[src/hdl/bringup_pkg.sv]
// bringup package with shared types, report characters and default constants
`default_nettype none

package bringup_pkg;

	typedef logic [7:0] byte_t; // one uart payload byte

	typedef struct packed {
		logic  write; // one-cycle strobe
		byte_t data;
	} uart_req_t;

	typedef struct packed {
		logic pa_dir;
		logic pd_dir;
		logic va_dir;
		logic vd_dir;
		logic tst_dir;
		logic tst_oe; // active low
	} lvl_dir_t;

	localparam logic LVL_DIR_INPUT = 1'b0; // board to fpga
	localparam logic LVL_OE_ENABLED = 1'b0;

	localparam byte_t CHAR_ZERO = 8'h30; // ascii '0'
	localparam byte_t CHAR_ONE = 8'h31; // ascii '1'
	localparam byte_t CHAR_EOL = 8'h0a; // line feed

	localparam int DEF_N_PINS = 16;
	localparam int DEF_CLOCKS_PER_BAUD = 104; // 115200 baud at 12 MHz
	localparam int DEF_CLOCKS_PER_SCAN = 1200000; // 10 Hz at 12 MHz
	localparam int DEF_CLOCKS_PER_TOGGLE = 6000;

endpackage

`default_nettype wire

[src/hdl/bringup_sensor_bank.sv]
// sensor bank that synchronizes watched pins and flags each one seen both low and high
`timescale 1ns/1ns
`default_nettype none

module bringup_sensor_bank import bringup_pkg::*; #(
	parameter int N_PINS = DEF_N_PINS
) (
	input  logic              clock_i,
	input  logic              rst_n_i,
	input  logic [N_PINS-1:0] pins_i,
	input  logic              clear_i,
	output logic [N_PINS-1:0] sensed_o
);

	logic [N_PINS-1:0] sync1_q, sync2_q; // two-flop synchronizer
	logic [N_PINS-1:0] seen_low_q, seen_high_q;

	always_ff @(posedge clock_i) begin
		sync1_q <= pins_i;
		sync2_q <= sync1_q;
	end

	always_ff @(posedge clock_i) begin
		if (!rst_n_i) begin
			seen_low_q <= '0;
			seen_high_q <= '0;
		end else if (clear_i) begin
			seen_low_q <= '0; // level seen this cycle is dropped
			seen_high_q <= '0;
		end else begin
			seen_low_q <= seen_low_q | ~sync2_q;
			seen_high_q <= seen_high_q | sync2_q;
		end
	end

	assign sensed_o = seen_low_q & seen_high_q; // both levels since last clear

endmodule

`default_nettype wire

[src/hdl/pulse.sv]
// pulse generator giving a one-cycle pulse at a fixed period from a free-running down-counter
`timescale 1ns/1ns
`default_nettype none

module pulse import bringup_pkg::*; #(
	parameter int CLOCKS_PER_PULSE = DEF_CLOCKS_PER_SCAN
) (
	input  logic clock_i,
	input  logic rst_n_i,
	output logic pulse_o
);

	localparam int CW = $clog2(CLOCKS_PER_PULSE + 1);
	localparam logic [CW-1:0] RELOAD = CW'(CLOCKS_PER_PULSE - 1);

	logic [CW-1:0] count_q;

	always_ff @(posedge clock_i) begin
		if (!rst_n_i) begin
			count_q <= RELOAD;
			pulse_o <= 1'b0;
		end else if (count_q == '0) begin
			count_q <= RELOAD; // reload and fire
			pulse_o <= 1'b1;
		end else begin
			count_q <= count_q - 1'b1;
			pulse_o <= 1'b0;
		end
	end

endmodule

`default_nettype wire

[src/hdl/bringup_driver.sv]
// loopback driver making a square wave on one pin for the board loopback check
`timescale 1ns/1ns
`default_nettype none

module bringup_driver import bringup_pkg::*; #(
	parameter int CLOCKS_PER_TOGGLE = DEF_CLOCKS_PER_TOGGLE
) (
	input  logic clock_i,
	input  logic rst_n_i,
	output logic pin_o
);

	localparam int CW = $clog2(CLOCKS_PER_TOGGLE + 1);
	localparam logic [CW-1:0] LAST = CW'(CLOCKS_PER_TOGGLE - 1);

	logic [CW-1:0] count_q;

	always_ff @(posedge clock_i) begin
		if (!rst_n_i) begin
			count_q <= '0;
			pin_o <= 1'b0;
		end else if (count_q == LAST) begin
			count_q <= '0;
			pin_o <= ~pin_o; // half period done
		end else begin
			count_q <= count_q + 1'b1;
		end
	end

endmodule

`default_nettype wire

[src/hdl/uart_tx.sv]
// uart transmitter for 8N1 serial output with a busy level
`timescale 1ns/1ns
`default_nettype none

module uart_tx import bringup_pkg::*; #(
	parameter int CLOCKS_PER_BAUD = DEF_CLOCKS_PER_BAUD
) (
	input  logic      clock_i,
	input  logic      rst_n_i,
	input  uart_req_t req_i,
	output logic      busy_o,
	output logic      tx_o
);

	localparam int BW = $clog2(CLOCKS_PER_BAUD + 1);
	localparam logic [BW-1:0] BAUD_LAST = BW'(CLOCKS_PER_BAUD - 1);
	localparam logic [3:0] LAST_BIT = 4'd9; // 8 data bits plus stop

	logic [BW-1:0] baud_cnt_q;
	logic [3:0]    bit_cnt_q;
	logic [8:0]    shift_q; // data with stop bit on top

	// writes are trusted to arrive only while idle
	always_ff @(posedge clock_i) begin
		if (!rst_n_i) begin
			busy_o <= 1'b0;
			tx_o <= 1'b1; // line idles high
			bit_cnt_q <= '0;
			baud_cnt_q <= '0;
		end else if (req_i.write) begin
			busy_o <= 1'b1;
			tx_o <= 1'b0; // start bit
			bit_cnt_q <= '0;
			baud_cnt_q <= BAUD_LAST;
		end else if (busy_o) begin
			if (baud_cnt_q != '0) begin
				baud_cnt_q <= baud_cnt_q - 1'b1;
			end else if (bit_cnt_q == LAST_BIT) begin
				busy_o <= 1'b0; // stop bit finished
			end else begin
				tx_o <= shift_q[0];
				bit_cnt_q <= bit_cnt_q + 1'b1;
				baud_cnt_q <= BAUD_LAST;
			end
		end
	end

	// payload shifter sends lsb first
	always_ff @(posedge clock_i) begin
		if (req_i.write) begin
			shift_q <= {1'b1, req_i.data};
		end else if (busy_o && baud_cnt_q == '0) begin
			shift_q <= {1'b1, shift_q[8:1]};
		end
	end

endmodule

`default_nettype wire

[src/hdl/bringup_scanner.sv]
// report scanner that snapshots sensor flags on a scan pulse and sends them as ascii
`timescale 1ns/1ns
`default_nettype none

module bringup_scanner import bringup_pkg::*; #(
	parameter int N_PINS = DEF_N_PINS
) (
	input  logic              clock_i,
	input  logic              rst_n_i,
	input  logic              pulse_i,
	input  logic [N_PINS-1:0] state_i,
	input  logic              busy_i,
	output logic              clear_o,
	output uart_req_t         req_o
);

	localparam int IW = (N_PINS > 1) ? $clog2(N_PINS) : 1;

	typedef logic [IW-1:0] pin_idx_t;
	typedef enum logic [1:0] {
		IDLE,
		SEND_PIN,
		WAIT_PIN,
		SEND_EOL
	} state_t;

	localparam pin_idx_t LAST_PIN = IW'(N_PINS - 1);

	state_t            state_q;
	pin_idx_t          idx_q;
	logic [N_PINS-1:0] capture_q;

	always_ff @(posedge clock_i) begin
		if (!rst_n_i) begin
			state_q <= IDLE;
			idx_q <= '0;
			clear_o <= 1'b0;
		end else begin
			clear_o <= (state_q == IDLE) && pulse_i; // pulses mid-frame are ignored
			case (state_q)
				IDLE: if (pulse_i) begin
					idx_q <= '0;
					state_q <= SEND_PIN;
				end
				SEND_PIN: if (!busy_i) state_q <= WAIT_PIN;
				WAIT_PIN: if (!busy_i) begin // byte done
					if (idx_q == LAST_PIN) begin
						state_q <= SEND_EOL;
					end else begin
						idx_q <= idx_q + 1'b1;
						state_q <= SEND_PIN;
					end
				end
				SEND_EOL: if (!busy_i) state_q <= IDLE;
				default: state_q <= IDLE;
			endcase
		end
	end

	always_ff @(posedge clock_i) begin
		if (state_q == IDLE && pulse_i) capture_q <= state_i; // snapshot
	end

	// write strobe only while the transmitter is idle
	assign req_o.write = (state_q == SEND_PIN || state_q == SEND_EOL) && !busy_i;
	assign req_o.data = (state_q == SEND_EOL) ? CHAR_EOL :
		(capture_q[idx_q] ? CHAR_ONE : CHAR_ZERO);

endmodule

`default_nettype wire

[src/hdl/bringup_levelshifter.sv]
// level shifter bring-up top with pin sensing, uart report, loopback driver and direction pins
`timescale 1ns/1ns
`default_nettype none

module bringup_levelshifter import bringup_pkg::*; #(
	parameter int N_PINS = DEF_N_PINS,
	parameter int CLOCKS_PER_BAUD = DEF_CLOCKS_PER_BAUD,
	parameter int CLOCKS_PER_SCAN = DEF_CLOCKS_PER_SCAN,
	parameter int CLOCKS_PER_TOGGLE = DEF_CLOCKS_PER_TOGGLE
) (
	input  logic              clock_i,
	input  logic              rst_n_i,
	input  logic [N_PINS-1:0] pins_i, // sensable pins only
	output logic              drive_o, // looped back on the board
	output logic              uart_tx_o,
	output lvl_dir_t          lvl_dir_o
);

	logic              scan_pulse;
	logic              sensor_clear;
	logic [N_PINS-1:0] sensor_state;
	uart_req_t         uart_req;
	logic              uart_busy;

	bringup_driver #(.CLOCKS_PER_TOGGLE(CLOCKS_PER_TOGGLE)) bringup_driver0 (
		.clock_i(clock_i),
		.rst_n_i(rst_n_i),
		.pin_o(drive_o)
	);

	bringup_sensor_bank #(.N_PINS(N_PINS)) bringup_sensor_bank0 (
		.clock_i(clock_i),
		.rst_n_i(rst_n_i),
		.pins_i(pins_i),
		.clear_i(sensor_clear),
		.sensed_o(sensor_state)
	);

	pulse #(.CLOCKS_PER_PULSE(CLOCKS_PER_SCAN)) pulse0 (
		.clock_i(clock_i),
		.rst_n_i(rst_n_i),
		.pulse_o(scan_pulse)
	);

	bringup_scanner #(.N_PINS(N_PINS)) bringup_scanner0 (
		.clock_i(clock_i),
		.rst_n_i(rst_n_i),
		.pulse_i(scan_pulse),
		.state_i(sensor_state),
		.busy_i(uart_busy),
		.clear_o(sensor_clear),
		.req_o(uart_req)
	);

	uart_tx #(.CLOCKS_PER_BAUD(CLOCKS_PER_BAUD)) uart_tx0 (
		.clock_i(clock_i),
		.rst_n_i(rst_n_i),
		.req_i(uart_req),
		.busy_o(uart_busy),
		.tx_o(uart_tx_o)
	);

	// all bidirectional shifters held as inputs
	assign lvl_dir_o = '{
		pa_dir:  LVL_DIR_INPUT,
		pd_dir:  LVL_DIR_INPUT,
		va_dir:  LVL_DIR_INPUT,
		vd_dir:  LVL_DIR_INPUT,
		tst_dir: LVL_DIR_INPUT,
		tst_oe:  LVL_OE_ENABLED
	};

endmodule

`default_nettype wire

[config.mk]
export PLATFORM = sky130hd
export DESIGN_NAME = bringup_levelshifter
export DESIGN_NICKNAME = d
export VERILOG_FILES = /design/src/hdl/bringup_pkg.sv /design/src/hdl/bringup_sensor_bank.sv /design/src/hdl/pulse.sv /design/src/hdl/bringup_driver.sv /design/src/hdl/uart_tx.sv /design/src/hdl/bringup_scanner.sv /design/src/hdl/bringup_levelshifter.sv
export SDC_FILE = /design/constraint.sdc
export NUM_CORES = 1
export LEC_CHECK = 0
export ABC_AREA = 1
export BUFFER_PORTS_ARGS = -buffer_cell sky130_fd_sc_hd__buf_2
export CAP_MARGIN = 20
export CORE_UTILIZATION = 30
export DETAILED_ROUTE_END_ITERATION = 10
export GPL_ROUTABILITY_DRIVEN = 1
export GPL_TIMING_DRIVEN = 0
export SKIP_CTS_REPAIR_TIMING = 1
export SLEW_MARGIN = 20
export SYNTH_ARGS = -nofsm -noshare
export SYNTH_HDL_FRONTEND = slang
export SYNTH_SLANG_ARGS = --single-unit
[constraint.sdc]
create_clock -name clock_i -period 2.2 [get_ports clock_i]
set_clock_uncertainty 0.1 [all_clocks]
set_input_delay 0.66 -clock clock_i [delete_from_list [all_inputs] [get_ports clock_i]]
set_output_delay 0.66 -clock clock_i [all_outputs]
set_load 0.01 [all_outputs]
Word level (Yosys, flattened, before mapping)
Index checks and enable logic that the tools add are counted.
- magnitude comparators: 1
- reduce and logical (&&, ||, !) cells: 22
- bitwise logic cells: 8
- muxes and demuxes: 29
- equality and inequality tests: 15
- add/subtract/negate cells: 5
- operator list (operator ; count):
    $or A16 B16 Y16 ; 2
    $mux W7 ; 4
    $mux W8 ; 3
    $logic_not A21 Y1 ; 1
    $sub A21 B1 Y21 const B ; 1
    $and A16 B16 Y16 ; 1
    $not A16 Y16 ; 1
    $ne A2 B2 Y1 const B ; 7
    $add A13 B1 Y13 const B ; 1
    $eq A13 B13 Y1 const B ; 1
    $mux W4 ; 3
    $mux W1 ; 11
    $mux W2 ; 5
    $add A4 B1 Y4 const B ; 2
    $eq A4 B4 Y1 const B ; 2
    $pmux W2 S4 ; 1
    $pmux W4 S2 ; 1
    $reduce_and A4 Y1 ; 2
    $reduce_or A2 Y1 ; 4
    $logic_not A7 Y1 ; 1
    $reduce_bool A7 Y1 ; 1
    $sub A7 B1 Y7 const B ; 1
    $reduce_and A3 Y1 ; 2
    $reduce_bool A2 Y1 ; 3
    12 further kinds ; 19
- input bits: 18
- flip-flop bits (word level): 144

Longest topological paths before layout
- depth after elaboration: 5
- mapped depth: 10

Cells and area by module
Synthesis repeated with hierarchy kept, for this count alone.
- cells, all modules: 714
- area total of the unflattened synthesis: 5804.3 um^2
- modules (own cells, without submodules) (module ; area each (um^2) ; seq. area each (um^2) ; cells each ; instances):
    bringup_sensor_bank ; 1745.4 ; 1281.2 ; 181 ; 1
    uart_tx ; 1133.6 ; 500.5 ; 142 ; 1
    pulse ; 1111.1 ; 440.4 ; 165 ; 1
    bringup_scanner ; 1069.8 ; 620.6 ; 118 ; 1
    bringup_driver ; 695.7 ; 280.3 ; 101 ; 1
    bringup_levelshifter ; 48.8 ; 0.0 ; 7 ; 1

Worst setup path before layout
OpenSTA, ideal clock, no wires.
- kind: in2reg
- start: in rst_n_i
- end: reg bringup_sensor_bank0.seen_low_q[11]
- setup time: 0.070 ns
- path slack: 0.677 ns
- buffers on the path: 2
- arrival: 1.354 ns
- stages on the path: 5
- cell sequence: inv_2 -> or2_2 -> clkbuf_1 -> buf_2 -> a21oi_1
- cells in the longest elaborated chain, start to end: 2
- ends and longest elaborated chain (element ; line ; RTL):
    start, declared ; bringup_levelshifter.sv:12 ; input logic rst_n_i,
    $not A1 Y1 (no line) ; -- ;
    $reduce_or A2 Y1 (no line) ; -- ;
    end signal, assigned ; bringup_sensor_bank.sv:31 ; seen_low_q <= seen_low_q | ~sync2_q;
    end, declared ; bringup_sensor_bank.sv:16 ; logic [N_PINS-1:0] seen_low_q, seen_high_q;
No other way between the ends.
A chain may end at the register's enable or synchronous reset.

Worst setup path in the final report
- start: reg pulse0.count_q[0]
- end: reg pulse0.count_q[20]
- cells in the longest elaborated chain, start to end: 2
- ends and longest elaborated chain (element ; line ; RTL):
    start, declared ; pulse.sv:16 ; logic [CW-1:0] count_q;
    start signal, assigned ; pulse.sv:26 ; count_q <= count_q - 1'b1;
    parallel branches: the longest is 2 deep, another holds $sub A21 B1 Y21 ; -- ;
Several ways; the timed one is not identified.

==> impl_metrics.json <==
{
  "outcome": "completed",
  "fmax_mhz": 609,
  "ant_nets": 0,
  "avgSynthCellArea_um2": 8.65,
  "route.final.wire_length_um": 8800,
  "placed_instances": 878,
  "timing.critical_path.mode_cell": "nand2_1",
  "viasPerCell": 4.17,
  "floorplan.rows": 48,
  "num-fill-cells": 1792,
  "ff2ff_path_depth": 8,
  "gr-usage-all-layers": 0.109,
  "power_frac_comb": 0.131,
  "cts.htree.levels": 4,
  "worst_slew_pin_slew_ns": 0.611,
  "grt_overflow": 0,
  "antenna_cells": 0,
  "ctsRootBufferMaster": "clkbuf_16",
  "final-instance-count-excl-fill": 910,
  "finalSetupTns_ns": 0,
  "net-switching-power_w": 0.00191,
  "final-setup-viol-count": 0,
  "hold_path_startpoint": "bringup_sensor_bank0.sync1_q[5]",
  "drc_viols": 0,
  "grt_max_degree": 18,
  "cts_made_buffers": 17,
  "timing.hold.worst_path_depth": 0,
  "netlist_instances": 629,
  "seqCellArea_mm2": 0.00312,
  "max-vdd-ir-drop_mv": 0.608,
  "report.final.slew_viol_count": 0,
  "final.hold.worst_slack_ns": 0.226,
  "critPathRequiredTime_ns": 2.46,
  "finalHoldViolCount": 0,
  "cts-root-to-sink-buffers": 2,
  "cts_tree": "done",
  "criticalPathCategory": "reg2reg",
  "synth_sequential_area_ratio": 0.574,
  "syn_to_final_growth_pct": 18.3,
  "number_of_detailed_routing_iterations_run_before_antenna_repair": 4,
  "clk_pin_slew_ns": 0.06,
  "first_global_vias": 3653,
  "power_report.internal_total_w": 0.00495,
  "worstHoldPathType": "reg2reg",
  "antenna_violations_before_repair": 0,
  "ys_warn_count": 0,
  "worst_r2r_startpoint": "pulse0.count_q[0]",
  "worst_setup_path_start_kind": "flop",
  "power.leakage_nw": 2.81,
  "fin_nets": 698,
  "gp_congestion": 0.804,
  "power.sequential.fraction": 0.449,
  "routed_wire_length_per_instance_um": 9.67,
  "setup_repair_after_global_routing_missed_its_margin": "false",
  "slew_headroom": 0.592,
  "fp.coreArea_mm2": 0.0175,
  "worst_skew_pair.late_latency_ns": 0.42,
  "critical_path.cell_chain": "inv_1 -> ha_1 -> nand2_1 -> nor3_2 -> nand2_1 -> nor2_1 -> nor2_1 -> nand2_1",
  "count_of_pins_on_the_block_boundary": 26,
  "library_cells_used_by_synthesis": 37,
  "drtIter0Drc": 233,
  "switching_share": 0.279,
  "die_area_mm2": 0.0187,
  "grt_pass1_wl_um": 15800,
  "total_of_flip_flops_plus_latches_after_synthesis": 144,
  "via_count": 3791,
  "clkPwrFrac": 0.420,
  "period_share": 0.747,
  "effective_utilization_at_floorplan": 0.311,
  "die_h_um": 137,
  "path_max_fanout": 5,
  "die-width_um": 137,
  "cpPeakStageDelay_ns": 0.31,
  "power_per_cell_area_mw_per_mm2": 1070,
  "drive_gt1_frac": 0.149,
  "final.min_clock_period_ns": 1.64,
  "setup.worst_path.start": "pulse0.count_q[0]",
  "post_synth_instance_area_mm2": 0.00544,
  "combined_area_of_the_multi_input_logic_cells_mm2": 0.00191,
  "port_buffers": 19,
  "dp.final_hpwl_um": 5920,
  "cts.sink_count": 144,
  "critPathCaptureType": "flop",
  "cp_data_arrival_time_ns": 1.91,
  "maxCapViolations": 0,
  "slowest_stage": "dfxtp_1"
}
-- sequential cells by signal, summed over array words and instances (netlist names), 7 cells and up --
name,count
uart_tx0.shift_q,8
uart_tx0.baud_cnt_q,7
bringup_scanner0.capture_q,16
bringup_sensor_bank0.sync2_q,16
bringup_sensor_bank0.seen_high_q,16
bringup_sensor_bank0.seen_low_q,16
bringup_driver0.count_q,13
bringup_sensor_bank0.sync1_q,16
pulse0.count_q,21
-- cell usage in the layout, fill, tap and decap left out, types with 4 or more instances in the layout --
cell type | netlist | layout
xnor2_1 | 6 | 6
inv_6 | 0 | 6
dfxtp_1 | 120 | 120
nand3_1 | 39 | 39
buf_4 | 7 | 7
nand4_1 | 6 | 6
nand2_1 | 130 | 130
clkbuf_16 | 0 | 18
buf_2 | 4 | 23
xor2_1 | 4 | 4
inv_1 | 79 | 79
a21oi_1 | 42 | 42
nand2_2 | 4 | 4
inv_2 | 5 | 5
nor2_1 | 90 | 90
nor3_1 | 8 | 8
nand3_2 | 4 | 4
o21ai_0 | 11 | 11
edfxtp_1 | 24 | 24
ha_1 | 8 | 8
conb_1 | 1 | 6
nor2_2 | 11 | 11
-- cell type report --
cell class / instances / share of cell area
repair buffers: 19 / 0.0148
clock buffers: 19 / 0.0722
flip-flops and latches: 144 / 0.485
well taps: 225 / 0.0438
clock inverters: 13 / 0.0212
plain buffers: 14 / 0.0154
multi-input cells: 390 / 0.297
inverters: 86 / 0.0506
-- power groups by stage --
stage                     logic [W]  registers (W)  clock network (W)
final                      0.000902        0.00308            0.00288
after global routing        0.00106        0.00312            0.00305
after CTS                  0.000915        0.00308            0.00296
after detailed placement   0.000908        0.00314                  0
after global placement     0.000898        0.00313                  0
after floorplan            0.000738        0.00311                  0
-- worst paths after layout --
path	to	slack, ns
worst max register to register	pulse0.count_q[20]	0.56
worst min-delay path	bringup_sensor_bank0.sync2_q[5]	0.23
worst min register to register	bringup_sensor_bank0.sync2_q[5]	0.23
worst max-delay path	pulse0.count_q[20]	0.56
-- metrics by stage --
stage	setup slack (ns)	cell area (um^2)	power, W	utilization
6_report	0.557	6430	0.00687	0.368
5_1_grt	0.398	6430	0.00723	0.368
4_1_cts	0.537	6430	0.00695	0.368
3_5_place_dp	0.350	5830	0.00404	0.334
3_3_place_gp	0.337	5830	0.00403	0.334
2_1_floorplan	0.677	5460	0.00385	-
-- synth_stat cells --
master,count,share of area
a21oi_1,42,0.039
a21oi_4,1,0.0030
a31oi_1,1,0.0012
and3_1,1,0.0012
and3_2,1,0.0014
buf_2,4,0.0037
buf_4,7,0.0097
buf_6,2,0.0041
clkbuf_1,1,0.00069
clkinv_1,1,0.00069
conb_1,1,0.00069
dfxtp_1,120,0.44
edfxtp_1,24,0.13
ha_1,8,0.018
inv_1,79,0.055
inv_2,5,0.0035
inv_4,1,0.0012
nand2_1,130,0.090
nand2_2,4,0.0046
nand2_4,2,0.0041
nand3_1,39,0.036
nand3_2,4,0.0074
nand3b_1,2,0.0028
nand3b_4,1,0.0037
nand4_1,6,0.0069
nor2_1,90,0.062
nor2_2,11,0.013
nor2_4,3,0.0062
nor2_8,1,0.0037
nor3_1,8,0.0074
nor3_2,1,0.0018
nor4_1,1,0.0012
o21ai_0,11,0.010
or2_0,3,0.0035
or2_2,3,0.0035
xnor2_1,6,0.0097
xor2_1,4,0.0064
-- layer usage --
metal  GRT usage  part of all wire  vias to the layer above
li1            -                 -                     2053
met3      0.0378             0.035                       15
met4      0.0481             0.016                        0
met5           0                 0                        -
met1       0.135              0.51                     1684
met2       0.169              0.44                       39
-- worst max-delay path, delay by kind of cell (launching register included) --
kind | cells | cell delay [ns]
and+or+nand+nor | 6 | 0.77
DFF | 1 | 0.31
adders and majority gates | 1 | 0.28
buffers and inverters | 1 | 0.12
-- cell families (layout without fill, tap and decap cells) --
family                     count (synthesis)  in the layout  share of synthesized area
xor gates and xnor gates                  10             10                     0.0161
and+or+nand+nor                          311            311                      0.260
DFF                                      144            144                      0.574
other                                      1              6                   0.000690
adders and majority gates                  8              8                     0.0184
AOI/OAI and AO/OA                         55             55                     0.0529
buffers and inverters                    100            151                     0.0780
Power figures use the tool's default switching activity.
